File: src/source/SdramCtrl_defines.svh
// SDRAM controller constants: pin command codes, initialisation timing and mode word
`ifndef SDRAMCTRL_DEFINES_SVH
`define SDRAMCTRL_DEFINES_SVH

//////////////////////////////////////////////////////////////////////
// pin commands, bit order {CKE, CS_L, RAS_L, CAS_L, WE_L}
//////////////////////////////////////////////////////////////////////

`define SDRAM_CMD_POWERUP      5'b00000    // cke and cs low while the part powers up
`define SDRAM_CMD_NOP          5'b10111    // clock enabled, no operation
`define SDRAM_CMD_PRECHARGE    5'b10010    // precharge, a10 picks all banks
`define SDRAM_CMD_REFRESH      5'b10001    // auto-refresh
`define SDRAM_CMD_MODESET      5'b10000    // load mode register from address bus

//////////////////////////////////////////////////////////////////////
// timing counts in controller clocks
//////////////////////////////////////////////////////////////////////

`define SDRAM_POWERUP_CYCLES   16'd8       // short power-up wait for simulation
`define SDRAM_INIT_REFRESHES   4'd2        // auto-refreshes during initialisation
`define SDRAM_REFRESH_GAP      4'd3        // nop cycles after each auto-refresh
`define SDRAM_REFRESH_INTERVAL 16'd38      // idle cycles between run-mode refreshes

//////////////////////////////////////////////////////////////////////
// address bus values
//////////////////////////////////////////////////////////////////////

// burst length 1, sequential, CAS latency 2, single location writes
`define SDRAM_MODE_VALUE         13'h0220  // mode register word
`define SDRAM_PRECHARGE_ALL_ADDR 13'h0400  // a10 high selects all banks

`endif

File: src/source/SdramPkg.sv
// SDRAM controller types: bus widths and the state encodings of both command peers
package SdramPkg;

	//////////////////////////////////////////////////////////////////////
	// bus widths for a 32M x16 part
	//////////////////////////////////////////////////////////////////////

	typedef logic [4:0]  sdramCmd_t;   // {cke, cs_l, ras_l, cas_l, we_l}
	typedef logic [12:0] rowAddr_t;    // 13 bit row / mode address
	typedef logic [1:0]  bankAddr_t;   // 4 banks
	typedef logic [15:0] tickCount_t;  // general purpose timer count

	//////////////////////////////////////////////////////////////////////
	// power-up sequencer states
	//////////////////////////////////////////////////////////////////////

	typedef enum logic [2:0] {
		initPowerWait,                 // cke low, waiting out power-up time
		initFirstNop,                  // first valid nop with cke high
		initPrecharge,                 // precharge all banks
		initRefresh,                   // one auto-refresh of the init loop
		initGap,                       // nops after each auto-refresh
		initModeLoad,                  // mode register set
		initComplete                   // sequence over, bus released
	} initState_t;

	//////////////////////////////////////////////////////////////////////
	// refresh scheduler states
	//////////////////////////////////////////////////////////////////////

	typedef enum logic [2:0] {
		refIdle,                       // interval timer running
		refPrecharge,                  // close all banks before refresh
		refNop,                        // one nop after precharge
		refAuto,                       // auto-refresh
		refGap                         // trailing nops
	} refreshState_t;

endpackage

File: src/source/PowerUpSequencer.sv
// Power-up sequencer: issues the SDRAM initialisation commands and then releases the CPU
`include "SdramCtrl_defines.svh"

module PowerUpSequencer (
	input  logic                 Clock,
	input  logic                 Reset_L,
	input  logic                 initGrant,   // arbiter has given us the pins
	output logic                 initReq,     // held until mode load is presented
	output SdramPkg::sdramCmd_t  initCmd,
	output SdramPkg::rowAddr_t   initAddr,
	output SdramPkg::bankAddr_t  initBank,
	output logic                 initDone,    // tells the refresh scheduler to start
	output logic                 ResetOut_L   // reset to the CPU
);

	SdramPkg::initState_t  state;
	SdramPkg::tickCount_t  waitCount;            // power-up wait down-counter
	logic [3:0]            refreshLeft;          // init auto-refreshes still to issue
	logic [3:0]            gapLeft;              // gap nops still to issue

	//////////////////////////////////////////////////////////////////////
	// sequence state machine
	//////////////////////////////////////////////////////////////////////

	always_ff @(posedge Clock or negedge Reset_L) begin
		if (!Reset_L) begin
			state       <= SdramPkg::initPowerWait;
			waitCount   <= `SDRAM_POWERUP_CYCLES;
			refreshLeft <= `SDRAM_INIT_REFRESHES;
			gapLeft     <= 4'd0;
			initReq     <= 1'b0;
		end else begin
			if (waitCount != 16'd0)              // free running until it hits zero
				waitCount <= waitCount - 16'd1;

			// request from reset, drop once the mode load has gone out
			initReq <= (state != SdramPkg::initComplete) &&
				!(state == SdramPkg::initModeLoad && initGrant);

			if (initGrant) begin                 // steps only move while granted
				case (state)
					SdramPkg::initPowerWait: begin
						if (waitCount == 16'd0)  // power-up time elapsed
							state <= SdramPkg::initFirstNop;
					end
					SdramPkg::initFirstNop: begin
						state <= SdramPkg::initPrecharge;
					end
					SdramPkg::initPrecharge: begin
						state <= SdramPkg::initRefresh;
					end
					SdramPkg::initRefresh: begin
						refreshLeft <= refreshLeft - 4'd1;
						gapLeft     <= `SDRAM_REFRESH_GAP - 4'd1;
						state       <= SdramPkg::initGap;
					end
					SdramPkg::initGap: begin
						if (gapLeft != 4'd0)
							gapLeft <= gapLeft - 4'd1;
						else if (refreshLeft != 4'd0)
							state <= SdramPkg::initRefresh;     // next loop pass
						else
							state <= SdramPkg::initModeLoad;    // loop finished
					end
					SdramPkg::initModeLoad: begin
						state <= SdramPkg::initComplete;
					end
					default: begin
						state <= SdramPkg::initComplete;        // park here until reset
					end
				endcase
			end
		end
	end

	//////////////////////////////////////////////////////////////////////
	// done flag and CPU reset release
	//////////////////////////////////////////////////////////////////////

	always_ff @(posedge Clock or negedge Reset_L) begin
		if (!Reset_L) begin
			initDone   <= 1'b0;
			ResetOut_L <= 1'b0;              // CPU held in reset
		end else if (state == SdramPkg::initComplete) begin
			initDone   <= 1'b1;              // sticky until next reset
			ResetOut_L <= 1'b1;
		end
	end

	// command decode from state
	always_comb begin
		initCmd  = `SDRAM_CMD_NOP;               // most steps are nops
		initAddr = 13'h0000;
		initBank = 2'b00;                        // mode load needs bank 0
		case (state)
			SdramPkg::initPowerWait: initCmd = `SDRAM_CMD_POWERUP;
			SdramPkg::initPrecharge: begin
				initCmd  = `SDRAM_CMD_PRECHARGE;
				initAddr = `SDRAM_PRECHARGE_ALL_ADDR;
			end
			SdramPkg::initRefresh:   initCmd = `SDRAM_CMD_REFRESH;
			SdramPkg::initModeLoad: begin
				initCmd  = `SDRAM_CMD_MODESET;
				initAddr = `SDRAM_MODE_VALUE;    // cas latency 2
			end
			default:                 initCmd = `SDRAM_CMD_NOP;
		endcase
	end

endmodule

File: src/source/RefreshScheduler.sv
// Refresh scheduler: times the refresh interval and runs the precharge and auto-refresh steps
`include "SdramCtrl_defines.svh"

module RefreshScheduler (
	input  logic                 Clock,
	input  logic                 Reset_L,
	input  logic                 initDone,    // initialisation finished
	input  logic                 refGrant,
	output logic                 refReq,
	output SdramPkg::sdramCmd_t  refCmd,
	output SdramPkg::rowAddr_t   refAddr,
	output SdramPkg::bankAddr_t  refBank
);

	SdramPkg::refreshState_t  state;
	SdramPkg::tickCount_t     interval;          // counts down to next refresh
	logic [3:0]               gapLeft;           // trailing nops still to issue
	logic                     initDoneQ;         // for the rising edge of initDone
	logic                     seqEnd;            // last gap nop presented
	logic                     loadInterval;
	logic                     expired;

	assign seqEnd       = (state == SdramPkg::refGap) && refGrant && (gapLeft == 4'd0);
	assign loadInterval = (initDone && !initDoneQ) || seqEnd;
	assign expired      = initDone && !loadInterval && (interval == 16'd0) &&
		(state == SdramPkg::refIdle);
	assign refReq       = (state != SdramPkg::refIdle);   // held for the whole sequence

	//////////////////////////////////////////////////////////////////////
	// interval timer, stopped until initDone
	//////////////////////////////////////////////////////////////////////

	always_ff @(posedge Clock or negedge Reset_L) begin
		if (!Reset_L) begin
			initDoneQ <= 1'b0;
			interval  <= 16'd0;
		end else begin
			initDoneQ <= initDone;
			if (loadInterval)
				interval <= `SDRAM_REFRESH_INTERVAL;
			else if (interval != 16'd0)
				interval <= interval - 16'd1;
		end
	end

	//////////////////////////////////////////////////////////////////////
	// refresh sequence
	//////////////////////////////////////////////////////////////////////

	always_ff @(posedge Clock or negedge Reset_L) begin
		if (!Reset_L) begin
			state   <= SdramPkg::refIdle;
			gapLeft <= 4'd0;
		end else if (state == SdramPkg::refIdle) begin
			if (expired)
				state <= SdramPkg::refPrecharge;           // raises refReq
		end else if (refGrant) begin
			case (state)
				SdramPkg::refPrecharge: state <= SdramPkg::refNop;
				SdramPkg::refNop:       state <= SdramPkg::refAuto;
				SdramPkg::refAuto: begin
					gapLeft <= `SDRAM_REFRESH_GAP - 4'd1;
					state   <= SdramPkg::refGap;
				end
				default: begin                             // gap nops
					if (gapLeft != 4'd0)
						gapLeft <= gapLeft - 4'd1;
					else
						state <= SdramPkg::refIdle;        // drop refReq, reload timer
				end
			endcase
		end
	end

	always_comb begin
		refCmd  = `SDRAM_CMD_NOP;
		refAddr = 13'h0000;
		refBank = 2'b00;
		if (state == SdramPkg::refPrecharge) begin
			refCmd  = `SDRAM_CMD_PRECHARGE;
			refAddr = `SDRAM_PRECHARGE_ALL_ADDR;           // all banks
		end else if (state == SdramPkg::refAuto) begin
			refCmd  = `SDRAM_CMD_REFRESH;
		end
	end

endmodule

File: src/source/CommandArbiter.sv
// Command arbiter: locks the SDRAM pins to one peer at a time and registers the chip pins
`include "SdramCtrl_defines.svh"

module CommandArbiter (
	input  logic                 Clock,
	input  logic                 Reset_L,
	input  logic                 initReq,
	input  SdramPkg::sdramCmd_t  initCmd,
	input  SdramPkg::rowAddr_t   initAddr,
	input  SdramPkg::bankAddr_t  initBank,
	input  logic                 refReq,
	input  SdramPkg::sdramCmd_t  refCmd,
	input  SdramPkg::rowAddr_t   refAddr,
	input  SdramPkg::bankAddr_t  refBank,
	output logic                 initGrant,
	output logic                 refGrant,
	output logic                 SDram_CKE_H,
	output logic                 SDram_CS_L,
	output logic                 SDram_RAS_L,
	output logic                 SDram_CAS_L,
	output logic                 SDram_WE_L,
	output SdramPkg::rowAddr_t   SDram_Addr,
	output SdramPkg::bankAddr_t  SDram_BA
);

	SdramPkg::sdramCmd_t   nextCmd;
	SdramPkg::rowAddr_t    nextAddr;
	SdramPkg::bankAddr_t   nextBank;
	logic                  anyGrant;
	logic                  everGranted;          // cleared only by reset

	assign anyGrant = initGrant || refGrant;

	//////////////////////////////////////////////////////////////////////
	// grant registers, fixed priority with lock
	//////////////////////////////////////////////////////////////////////

	always_ff @(posedge Clock or negedge Reset_L) begin
		if (!Reset_L) begin
			initGrant   <= 1'b0;
			refGrant    <= 1'b0;
			everGranted <= 1'b0;
		end else begin
			initGrant   <= initGrant ? initReq : (!anyGrant && initReq);  // sequencer wins
			refGrant    <= refGrant ? refReq : (!anyGrant && !initReq && refReq);
			everGranted <= everGranted || anyGrant;
		end
	end

	// pick the granted peer, else the idle default
	always_comb begin
		nextCmd  = everGranted ? `SDRAM_CMD_NOP : `SDRAM_CMD_POWERUP;
		nextAddr = 13'h0000;
		nextBank = 2'b00;
		if (initGrant && initReq) begin
			nextCmd  = initCmd;
			nextAddr = initAddr;
			nextBank = initBank;
		end else if (refGrant && refReq) begin
			nextCmd  = refCmd;
			nextAddr = refAddr;
			nextBank = refBank;
		end
	end

	// chip pin registers, one cycle after the grant
	always_ff @(posedge Clock or negedge Reset_L) begin
		if (!Reset_L) begin
			{SDram_CKE_H, SDram_CS_L, SDram_RAS_L, SDram_CAS_L, SDram_WE_L} <= `SDRAM_CMD_POWERUP;
			SDram_Addr <= 13'h0000;
			SDram_BA   <= 2'b00;
		end else begin
			{SDram_CKE_H, SDram_CS_L, SDram_RAS_L, SDram_CAS_L, SDram_WE_L} <= nextCmd;
			SDram_Addr <= nextAddr;
			SDram_BA   <= nextBank;
		end
	end

endmodule

File: src/source/SdramCtrlTop.sv
// SDRAM controller top: power-up sequencer and refresh scheduler sharing pins through the arbiter
module SdramCtrlTop (
	input  logic                 Clock,
	input  logic                 Reset_L,
	output logic                 ResetOut_L,  // reset to the CPU
	output logic                 SDram_CKE_H,
	output logic                 SDram_CS_L,
	output logic                 SDram_RAS_L,
	output logic                 SDram_CAS_L,
	output logic                 SDram_WE_L,
	output SdramPkg::rowAddr_t   SDram_Addr,
	output SdramPkg::bankAddr_t  SDram_BA
);

	// sequencer side of the peer bus
	logic                 initReq;
	logic                 initGrant;
	logic                 initDone;
	SdramPkg::sdramCmd_t  initCmd;
	SdramPkg::rowAddr_t   initAddr;
	SdramPkg::bankAddr_t  initBank;

	// scheduler side of the peer bus
	logic                 refReq;
	logic                 refGrant;
	SdramPkg::sdramCmd_t  refCmd;
	SdramPkg::rowAddr_t   refAddr;
	SdramPkg::bankAddr_t  refBank;

	//////////////////////////////////////////////////////////////////////
	// command peers
	//////////////////////////////////////////////////////////////////////

	PowerUpSequencer powerUp (
		.Clock(Clock), .Reset_L(Reset_L), .initGrant(initGrant),
		.initReq(initReq), .initCmd(initCmd), .initAddr(initAddr), .initBank(initBank),
		.initDone(initDone), .ResetOut_L(ResetOut_L)
	);

	RefreshScheduler refresh (
		.Clock(Clock), .Reset_L(Reset_L), .initDone(initDone), .refGrant(refGrant),
		.refReq(refReq), .refCmd(refCmd), .refAddr(refAddr), .refBank(refBank)
	);

	//////////////////////////////////////////////////////////////////////
	// pin arbiter
	//////////////////////////////////////////////////////////////////////

	CommandArbiter arbiter (
		.Clock(Clock), .Reset_L(Reset_L),
		.initReq(initReq), .initCmd(initCmd), .initAddr(initAddr), .initBank(initBank),
		.refReq(refReq), .refCmd(refCmd), .refAddr(refAddr), .refBank(refBank),
		.initGrant(initGrant), .refGrant(refGrant),
		.SDram_CKE_H(SDram_CKE_H), .SDram_CS_L(SDram_CS_L), .SDram_RAS_L(SDram_RAS_L),
		.SDram_CAS_L(SDram_CAS_L), .SDram_WE_L(SDram_WE_L),
		.SDram_Addr(SDram_Addr), .SDram_BA(SDram_BA)
	);

endmodule

File: config.mk
export PLATFORM = sky130hd
export DESIGN_NAME = SdramCtrlTop
export DESIGN_NICKNAME = d
export VERILOG_FILES = /design/src/source/SdramPkg.sv /design/src/source/PowerUpSequencer.sv /design/src/source/RefreshScheduler.sv /design/src/source/CommandArbiter.sv /design/src/source/SdramCtrlTop.sv
export VERILOG_INCLUDE_DIRS = /design/src /design/src/source
export SDC_FILE = /design/constraint.sdc
export NUM_CORES = 1
export LEC_CHECK = 0
export ABC_AREA = 0
export BUFFER_PORTS_ARGS = -buffer_cell sky130_fd_sc_hd__buf_4
export CORE_ASPECT_RATIO = 0.9
export CORE_MARGIN = 3
export CORE_UTILIZATION = 55
export CTS_CLUSTER_DIAMETER = 150
export DETAILED_ROUTE_END_ITERATION = 10
export GPL_ROUTABILITY_DRIVEN = 1
export PLACE_DENSITY = 0.82
export SLEW_MARGIN = 10
export SYNTH_ARGS = -nofsm -noshare
export SYNTH_HDL_FRONTEND = slang
export SYNTH_SLANG_ARGS = --single-unit
File: constraint.sdc
create_clock -name Clock -period 2.7 [get_ports Clock]
set_input_delay 0.405 -clock Clock [delete_from_list [all_inputs] [get_ports Clock]]
set_output_delay 0.405 -clock Clock [all_outputs]
set_load 0.05 [all_outputs]
; ---- Word-level counts from Yosys, hierarchy flattened
; Cells that the tools add are included.
[word_totals]
regBits = 74
elab_cells = 111
[classes]
add_sub_neg = 5
n_eq_ne = 16
muxes = 27
bitwise = 2
reduce_logical = 42
[op_table]
columns = operator, n
row1 = 2-to-1 mux 11 bit, 3
row2 = logical NOT 16 bit, 2
row3 = 2-to-1 mux 16 bit, 2
row4 = nonzero test 16 bit, 2
row5 = "subtractor 16 x 1 -> 16 bit, second input constant", 2
row6 = 2-to-1 mux 3 bit, 8
row7 = one-hot mux 11 bit (2 select lines), 1
row8 = 2-to-1 mux 5 bit, 4
row9 = one-hot mux 5 bit (4 select lines), 1
row10 = one-hot mux 4 bit (2 select lines), 2
row11 = one-hot mux 3 bit (5 select lines), 1
row12 = logical AND 1 bit, 13
row13 = "== test 3 x 2 -> 1 bit, second input constant", 4
row14 = "== test 3 bit, second input constant", 4
row15 = nonzero test 4 bit, 3
row16 = "subtractor 4 x 1 -> 4 bit, second input constant", 3
row17 = one-hot mux 3 bit (3 select lines), 1
row18 = AND reduction 3 bit, 3
row19 = 2-to-1 mux 4 bit, 2
row20 = nonzero test 2 bit, 4
row21 = "== test 3 x 1 -> 1 bit, second input constant", 2
row22 = logical NOT 3 bit, 2
row23 = "!= test 2 x 1 -> 1 bit, second input constant", 3
row24 = logical NOT 1 bit, 5
row25 = other kinds (11), 15

; ---- Logic depth before layout (Yosys ltp)
; Gate-level depths: netlist (run 1).
[depth]
depth_word = 10
mapped_depth = 8
ltp_nobuf = 6

; ---- Hierarchy
; A second synthesis (run 1) with hierarchy kept.
[unflattened]
hier_cells = 422
area_unflattened_um2 = 4184.0
[modules_own_cells]
columns = module, instances, cells_each, area_each_um2, seq_area_each_um2
row1 = PowerUpSequencer, 1, 168, 1621.6, 728.2
row2 = RefreshScheduler, 1, 170, 1549.0, 600.6
row3 = CommandArbiter, 1, 84, 1013.5, 575.6

; ---- Worst setup path after synthesis (run 1)
; No wires, ideal clock.
[synth_timing]
path_type = flip-flop to flip-flop
start = register powerUp.waitCount[0]
end = register powerUp.waitCount[14]
arrival_ns = 1.845
t_required_ns = 2.621
path_slack_ns = 0.776
path_stages_with_launch = 7
path_cell_list = dfrtp_1 -> inv_1 -> ha_1 -> or3b_2 -> or2_2 -> nor4_1 -> xor2_1
[synth_via]
elab_chain_len = 1
[synth_rtl]
columns = item, line
row1 = "start, declared", PowerUpSequencer.sv:17  ; SdramPkg::tickCount_t waitCount;
row2 = "start signal, assigned", PowerUpSequencer.sv:28  ; waitCount <= `SDRAM_POWERUP_CYCLES;
row3 = "start signal, assigned", PowerUpSequencer.sv:34  ; waitCount <= waitCount - 16'd1;
row4 = subtractor 16 x 1 -> 16 bit or nonzero test 16 bit (tied branches), "PowerUpSequencer.sv:34, PowerUpSequencer.sv:33"
; Parallel ways exist; a longest one is shown, timed or not.
; A chain may end at the register's enable or synchronous reset.

; ---- Final worst setup path (run 1)
; Ends and elaborated chain as after synthesis.

==> results of run 1 <==
==> per-stage QoR <==
step | total power (uW) | hold WS, ns
after floorplan | 1000 | 0.109
after global placement | 1000 | 0.433
after detailed placement | 1000 | 0.457
after CTS | 1660 | 0.163
after global routing | 1710 | 0.192
final | 1640 | 0.139
==> critical path: stages, from the launching register on <==
cell,delay (ns)
dfrtp_1,0.41
inv_1,0.09
ha_1,0.17
or3b_2,0.49
or2_2,0.34
nor4_1,0.31
xor2_1,0.18
==> logic make-up (layout without fill, tap and decap cells) <==
family                   after synthesis  in the layout  share of synthesized area [%]
AND/OR/NAND/NOR                      126            126                           21.9
AO/OA/AOI/OAI                         78             78                           15.2
flip-flops                            62             62                           47.3
buffers and inverters                 43             42                           6.55
XOR/XNOR                              15             15                           4.00
adder cells (fa/ha/maj)                8              8                           3.05
multiplexers                           6              6                           1.87
other                                  1             13                          0.114
==> area by class of cell <==
type,instances,share of cell area (%)
multi-input combinational,246,44.7
inverter,16,1.72
sequential,62,44.6
tap,70,2.51
clock buffer,16,4.31
timing repair buffer,10,2.15
==> worst paths after layout <==
path | end | slack (ns) | depth (start not counted)
worst max-delay path | powerUp.waitCount[14] | 0.63 | 6
worst min register to register | powerUp.refreshLeft[3] | 0.47 | 1
worst max register to register | powerUp.waitCount[14] | 0.63 | 6
worst min-delay path | refresh.gapLeft[3] | 0.14 | 1
min in group Clock | powerUp.refreshLeft[3] | 0.47 | 1
max in group asynchronous | powerUp.gapLeft[1] | 2.05 | 1
==> flip-flops by register name, indices dropped and copies added (netlist names), 2 cells and up <==
name	cells
refresh.interval	16
powerUp.state	3
powerUp.refreshLeft	4
arbiter.SDram_Addr	2
refresh.gapLeft	4
powerUp.waitCount	16
refresh.state	3
powerUp.gapLeft	4
==> power breakdown <==
| part | internal (uW) | switching (uW) | total (uW) |
|---|---|---|---|
| clock | 336 | 315 | 651 |
| combinational | 0.903 | 56.0 | 56.9 |
| sequential | 930 | 0 | 930 |
| total | 1270 | 371 | 1640 |
==> placed cells by master, fill, tap and decap left out, types with 2 or more instances in the layout <==
master	netlist	routed
dfrtp_1	60	60
nand2_1	25	25
o21ai_0	25	25
a21oi_1	18	18
nor2_1	17	17
inv_1	16	16
nor3_1	15	15
conb_1	1	13
xor2_1	10	10
buf_4	14	10
or3_1	9	9
o31ai_1	9	9
clkbuf_8	0	9
nor4_1	8	8
ha_1	8	8
or4_1	7	7
clkbuf_1	12	7
nand3_1	6	6
nor3b_1	5	5
xnor2_1	5	5
nor2b_1	5	5
or2_2	5	5
mux2i_1	5	5
nand4_1	4	4
or3b_2	4	4
nand2b_1	4	4
o211ai_1	3	3
a22o_1	2	2
o32ai_1	2	2
o21a_1	2	2
a21boi_0	2	2
a211oi_1	2	2
a21o_1	2	2
a2111o_1	2	2
dfstp_2	2	2
==> synth_stat cells, types with 2 or more instances <==
master / count / area share [%]
mux2i_1: 5 / 1.5
nor3b_1: 5 / 1.1
inv_1: 16 / 1.8
o31ai_1: 9 / 2.1
xor2_1: 10 / 2.7
or2_2: 5 / 0.95
ha_1: 8 / 3.0
a211oi_1: 2 / 0.46
clkbuf_1: 12 / 1.4
a21boi_0: 2 / 0.46
dfstp_2: 2 / 1.6
dfrtp_1: 60 / 46
nor2_1: 17 / 1.9
o32ai_1: 2 / 0.53
or4_1: 7 / 1.6
a22o_1: 2 / 0.53
a21oi_1: 18 / 2.7
o21ai_0: 25 / 3.8
nand4_1: 4 / 0.76
xnor2_1: 5 / 1.3
nand2_1: 25 / 2.9
o21a_1: 2 / 0.46
o211ai_1: 3 / 0.69
nand3_1: 6 / 0.91
a2111o_1: 2 / 0.69
or3b_2: 4 / 1.1
buf_4: 14 / 3.2
nor4_1: 8 / 1.5
or3_1: 9 / 1.7
nand2b_1: 4 / 0.76
a21o_1: 2 / 0.46
nor3_1: 15 / 2.3
nor2b_1: 5 / 0.95
==> metal layers <==
| layer | global-route usage (%) | vias to the layer above |
|---|---|---|
| met1 | 24.9 | 1185 |
| li1 | - | 1208 |
| met5 | 0 | - |
| met2 | 30.6 | 34 |
| met3 | 6.85 | 4 |
| met4 | 6.90 | 0 |
==> flow_metrics.tcl, run 1 <==
set metrics [dict create \
    dp.cells 404 \
    final_instance_area_um2 3490 \
    p_leak_uw 0.00170 \
    cell_pwr_density_nw_per_um2 470 \
    period_minus_slack_ns 2.07 \
    drive_above_1_share_pct 10.3 \
    layout.core_utilization_pct 60.9 \
    timing.max_slew.rel_slack_pct 47.8 \
    post_synth_instance_area_um2 3280 \
    synth_sequential_area_ratio_pct 47.3 \
    place_ws_ns 0.636 \
    cts_root_buffer "clkbuf_8" \
    antenna-diode-count 0 \
    timing.final.setup_violations 0 \
    tritoncts "yes" \
    worst_setup_path_start_kind "register" \
    cts.reportedPaths.clkPinSlew_ns 0.06 \
    routedWlPerCell_um 14.2 \
    rsz0062_at_grt "no" \
    drv.max_cap_violation_count 0 \
    synth_edf_count 0 \
    nets_final 355 \
    worstSkewPairLatency_ns 0.33 \
    initial_utilization_pct 57.4 \
    worstPathMaxFanout 5 \
    ys_warn_count 0 \
    drtIter0Drc 138 \
    cts.sink_count 62 \
    syn_avg_cell_area_um2 9.69 \
    pin_count_of_the_biggest_net_entering_global_routing 63 \
    core_area_um2 5730 \
    clock_tree.htree_level_count 3 \
    grt_first_pass_wirelength_um 10700 \
    ys_ff_latch 62 \
    synthesis.instances 339 \
    fin_tns_setup_ns 0 \
    number_of_rows_created_at_floorplan 26 \
    area_growth_pct 6.17 \
    synth_top_flop_cell "dfrtp_1" \
    multi_input_area_um2 1560 \
    end_kind "register" \
    route.antenna.remaining_nets 0 \
    drt-met1-wl_um 2860 \
    gpl.final_weighted_congestion 0.843 \
    layout_worst_path_cycle_share_pct 76.7 \
    count_of_input_and_output_buffers 9 \
    path_type_of_the_worst_min_delay_path "input port to async pin" \
    critPathArrivalTime_ns 2.32 \
    first_global_vias 2437 \
    vias_per_cell 5.79 \
    fillers 465 \
    grt_antenna_before_repair 0 \
    die_height_um 79.3 \
    yosysUniqueCellTypes 57 \
    finalNonFillerCells 420 \
    cts_buffers 9 \
    dieWidth_um 87.5 \
    grt-ovfl-total 0 \
    postSynth.asyncResetShare_pct 100 \
    slew_at_the_pin_with_the_worst_max_slew_slack_ns 0.776 \
    sequential_cell_area_um2 1550 \
    timing.setup.critical_path_class "register to register" \
    gr-usage-all-layers_pct 19.5 \
    rr_startpoint "powerUp.waitCount[0]" \
    drc_errors 0 \
    power.ir.vdd_worst_v 0.000353 \
    routed_wirelength_um 5960 \
    cp-startpoint "powerUp.waitCount[0]" \
    hpwl_um 4090 \
    report.final.slew_viol_count 0 \
    route.met2.wl_um 2840 \
    clock_tree.buffer_depth 2 \
    hold_viol 0 \
    cts-resized-gates 0 \
    fin_skew_ns 0.0107 \
    setup_slack_ns 0.629 \
    design.portCount 23 \
    cts_hold_buffers 0 \
    wl_met3_um 210 \
    result_of_the_run "completed" \
    routed-via-count 2431 \
    postCtsSetupRepairBufs 0 \
    placedInstanceArea_um2 3340 \
    detail_route.first_pass.iterations 4 \
    clock.fmax_mhz 483 \
    cp.required_ns 2.95 \
    dieArea_um2 6940 \
    top_layer_used "met4" \
]
Note: power is estimated with default switching activity, not from simulation.
==> run 2: changes to the inputs <==
==> constraint.sdc (replaced) <==
create_clock -name Clock -period 2 [get_ports Clock]
set_input_delay 0.3 -clock Clock [delete_from_list [all_inputs] [get_ports Clock]]
set_output_delay 0.3 -clock Clock [all_outputs]
set_load 0.05 [all_outputs]
==> flow_metrics.tcl, run 2 (same netlist as run 1, synthesis figures left out) <==
set metrics [dict create \
    cp.required_ns 2.26 \
    slew_at_the_pin_with_the_worst_max_slew_slack_ns 0.767 \
    path_type_of_the_worst_min_delay_path "input port to async pin" \
    pin_count_of_the_biggest_net_entering_global_routing 63 \
    clock.fmax_mhz 529 \
    routed_wirelength_um 6480 \
    route.antenna.remaining_nets 0 \
    reg_top3 "powerUp.waitCount (16), refresh.interval (16)" \
    r2r-end "powerUp.waitCount[9]" \
    dieArea_um2 6940 \
    routedWlPerCell_um 14.9 \
    top_layer_used "met4" \
    report.final.slew_viol_count 0 \
    tritoncts "yes" \
    cts_root_buffer "clkbuf_8" \
    placedInstanceArea_um2 3460 \
    crit_path_max_incr_delay_ns 0.51 \
    first_global_vias 2526 \
    critPathArrivalTime_ns 2.15 \
    design.portCount 23 \
    routed-via-count 2495 \
    area_growth_pct 13.5 \
    end_kind "register" \
    number_of_rows_created_at_floorplan 26 \
    total_power_uw 2590 \
    layout_worst_path_cycle_share_pct 94.6 \
    clock_tree.htree_level_count 3 \
    antenna-diode-count 0 \
    critical_path.cell_chain "buf_4 > or4_4 > or2_0 > nor4_1 > xor2_1" \
    cts.sink_count 62 \
    gr-usage-all-layers_pct 20.7 \
    fin_skew_ns 0.00281 \
    nets_final 371 \
    sequential_cell_area_um2 1550 \
    die_height_um 79.3 \
    period_minus_slack_ns 1.89 \
    rr_startpoint "powerUp.waitCount[0]" \
    crit_path_top_delay_cell "or4_4" \
    drc_errors 0 \
    cts.reportedPaths.clkPinSlew_ns 0.07 \
    dp.cells 420 \
    rrSetupSlack_ns 0.11 \
    power.ir.vdd_worst_v 0.000562 \
    cts_buffers 9 \
    p_leak_uw 0.00183 \
    drt-met1-wl_um 2960 \
    fillers 457 \
    hold_viol 0 \
    postCtsSetupRepairBufs 0 \
    timing.max_slew.rel_slack_pct 48.8 \
    worstPathMaxFanout 6 \
    worstSkewPairLatency_ns 0.33 \
    drv.max_cap_violation_count 0 \
    detail_route.first_pass.iterations 4 \
    rsz0062_at_grt "no" \
    final_instance_area_um2 3730 \
    hpwl_um 4330 \
    timing.setup.critical_path_class "register to register" \
    dieWidth_um 87.5 \
    drtIter0Drc 141 \
    grt_first_pass_wirelength_um 11300 \
    worstRegToRegCells 5 \
    most-common-layout-cells "dfrtp_1, buf_4, nand2_1, o21ai_0" \
    gpl.final_weighted_congestion 0.852 \
    cell_pwr_density_nw_per_um2 696 \
    grt-ovfl-total 0 \
    wl_met3_um 237 \
    place_ws_ns -0.0235 \
    final_common_cell "dfrtp_1" \
    worst_setup_path_start_kind "register" \
    multi_input_area_um2 1600 \
    timing.final.setup_violations 0 \
    grt_antenna_before_repair 0 \
    initial_utilization_pct 57.4 \
    route.met2.wl_um 3220 \
    finalNonFillerCells 436 \
    vias_per_cell 5.72 \
    hold_ws_ns 0.0299 \
    core_area_um2 5730 \
    clock_tree.buffer_depth 2 \
    count_of_input_and_output_buffers 9 \
    drive_above_1_share_pct 17.5 \
    setup_slack_ns 0.109 \
    result_of_the_run "completed" \
]
==> run 2: how the worst max path moves through the flow <==
stage | startpoint | cells after the start | slack (ns) | to
global placement | powerUp.waitCount[1] | 6 | 0.07 | powerUp.waitCount[14]
floorplan | powerUp.waitCount[0] | 6 | 0.08 | powerUp.waitCount[14]
finish | powerUp.waitCount[0] | 5 | 0.11 | powerUp.waitCount[9]
detailed placement | powerUp.waitCount[1] | 6 | -0.02 | powerUp.waitCount[14]
CTS | refresh.interval[0] | 6 | 0.01 | refresh.interval[10]
global route | powerUp.waitCount[0] | 5 | 0.001 | powerUp.waitCount[9]
==> run 2: cell type report <==
cell class                      count  area share, %
Clock inverter                      3           1.75
Inverter                           16           1.61
Tap cell                           70           2.35
Timing Repair Buffer               26           5.24
Clock buffer                       13           4.53
Multi-Input combinational cell    246           42.8
Sequential cell                    62           41.7
==> run 2: repair_timing <==
item                                    in CTS  in global routing
endpoints found under the hold margin        0                  0
hold buffers                                 0                  0
endpoints found under the setup margin       1                 13
gates resized for setup                      1                  7
pin swaps                                    1                  1
==> run 2: worst max-delay path: cells and delay by family (launching register included) <==
| family | cells | cell delay (ns) |
|---|---|---|
| simple gates | 3 | 1.12 |
| xor+xnor | 1 | 0.17 |
| buf+inv | 1 | 0.15 |
| flops | 1 | 0.38 |
==> run 2: per-stage QoR <==
stage                     setup TNS (ns)  util (%)
after floorplan                        0         -
after global placement                 0      60.4
after detailed placement         -0.0235      60.4
after CTS                              0      64.6
after global routing                   0      65.1
final                                  0      65.1
==> run 2: per-layer routing <==
layer / vias up / GRT usage, %
met3: 6 / 6.54
met5: - / 0
li1: 1248 / -
met4: 0 / 7.82
met2: 44 / 33.4
met1: 1197 / 25.8
==> run 2: where the power goes <==
group	switching (uW)	internal (uW)	total, uW
clock network	460	802	1260
registers	0	1250	1250
logic	76.1	1.21	77.4
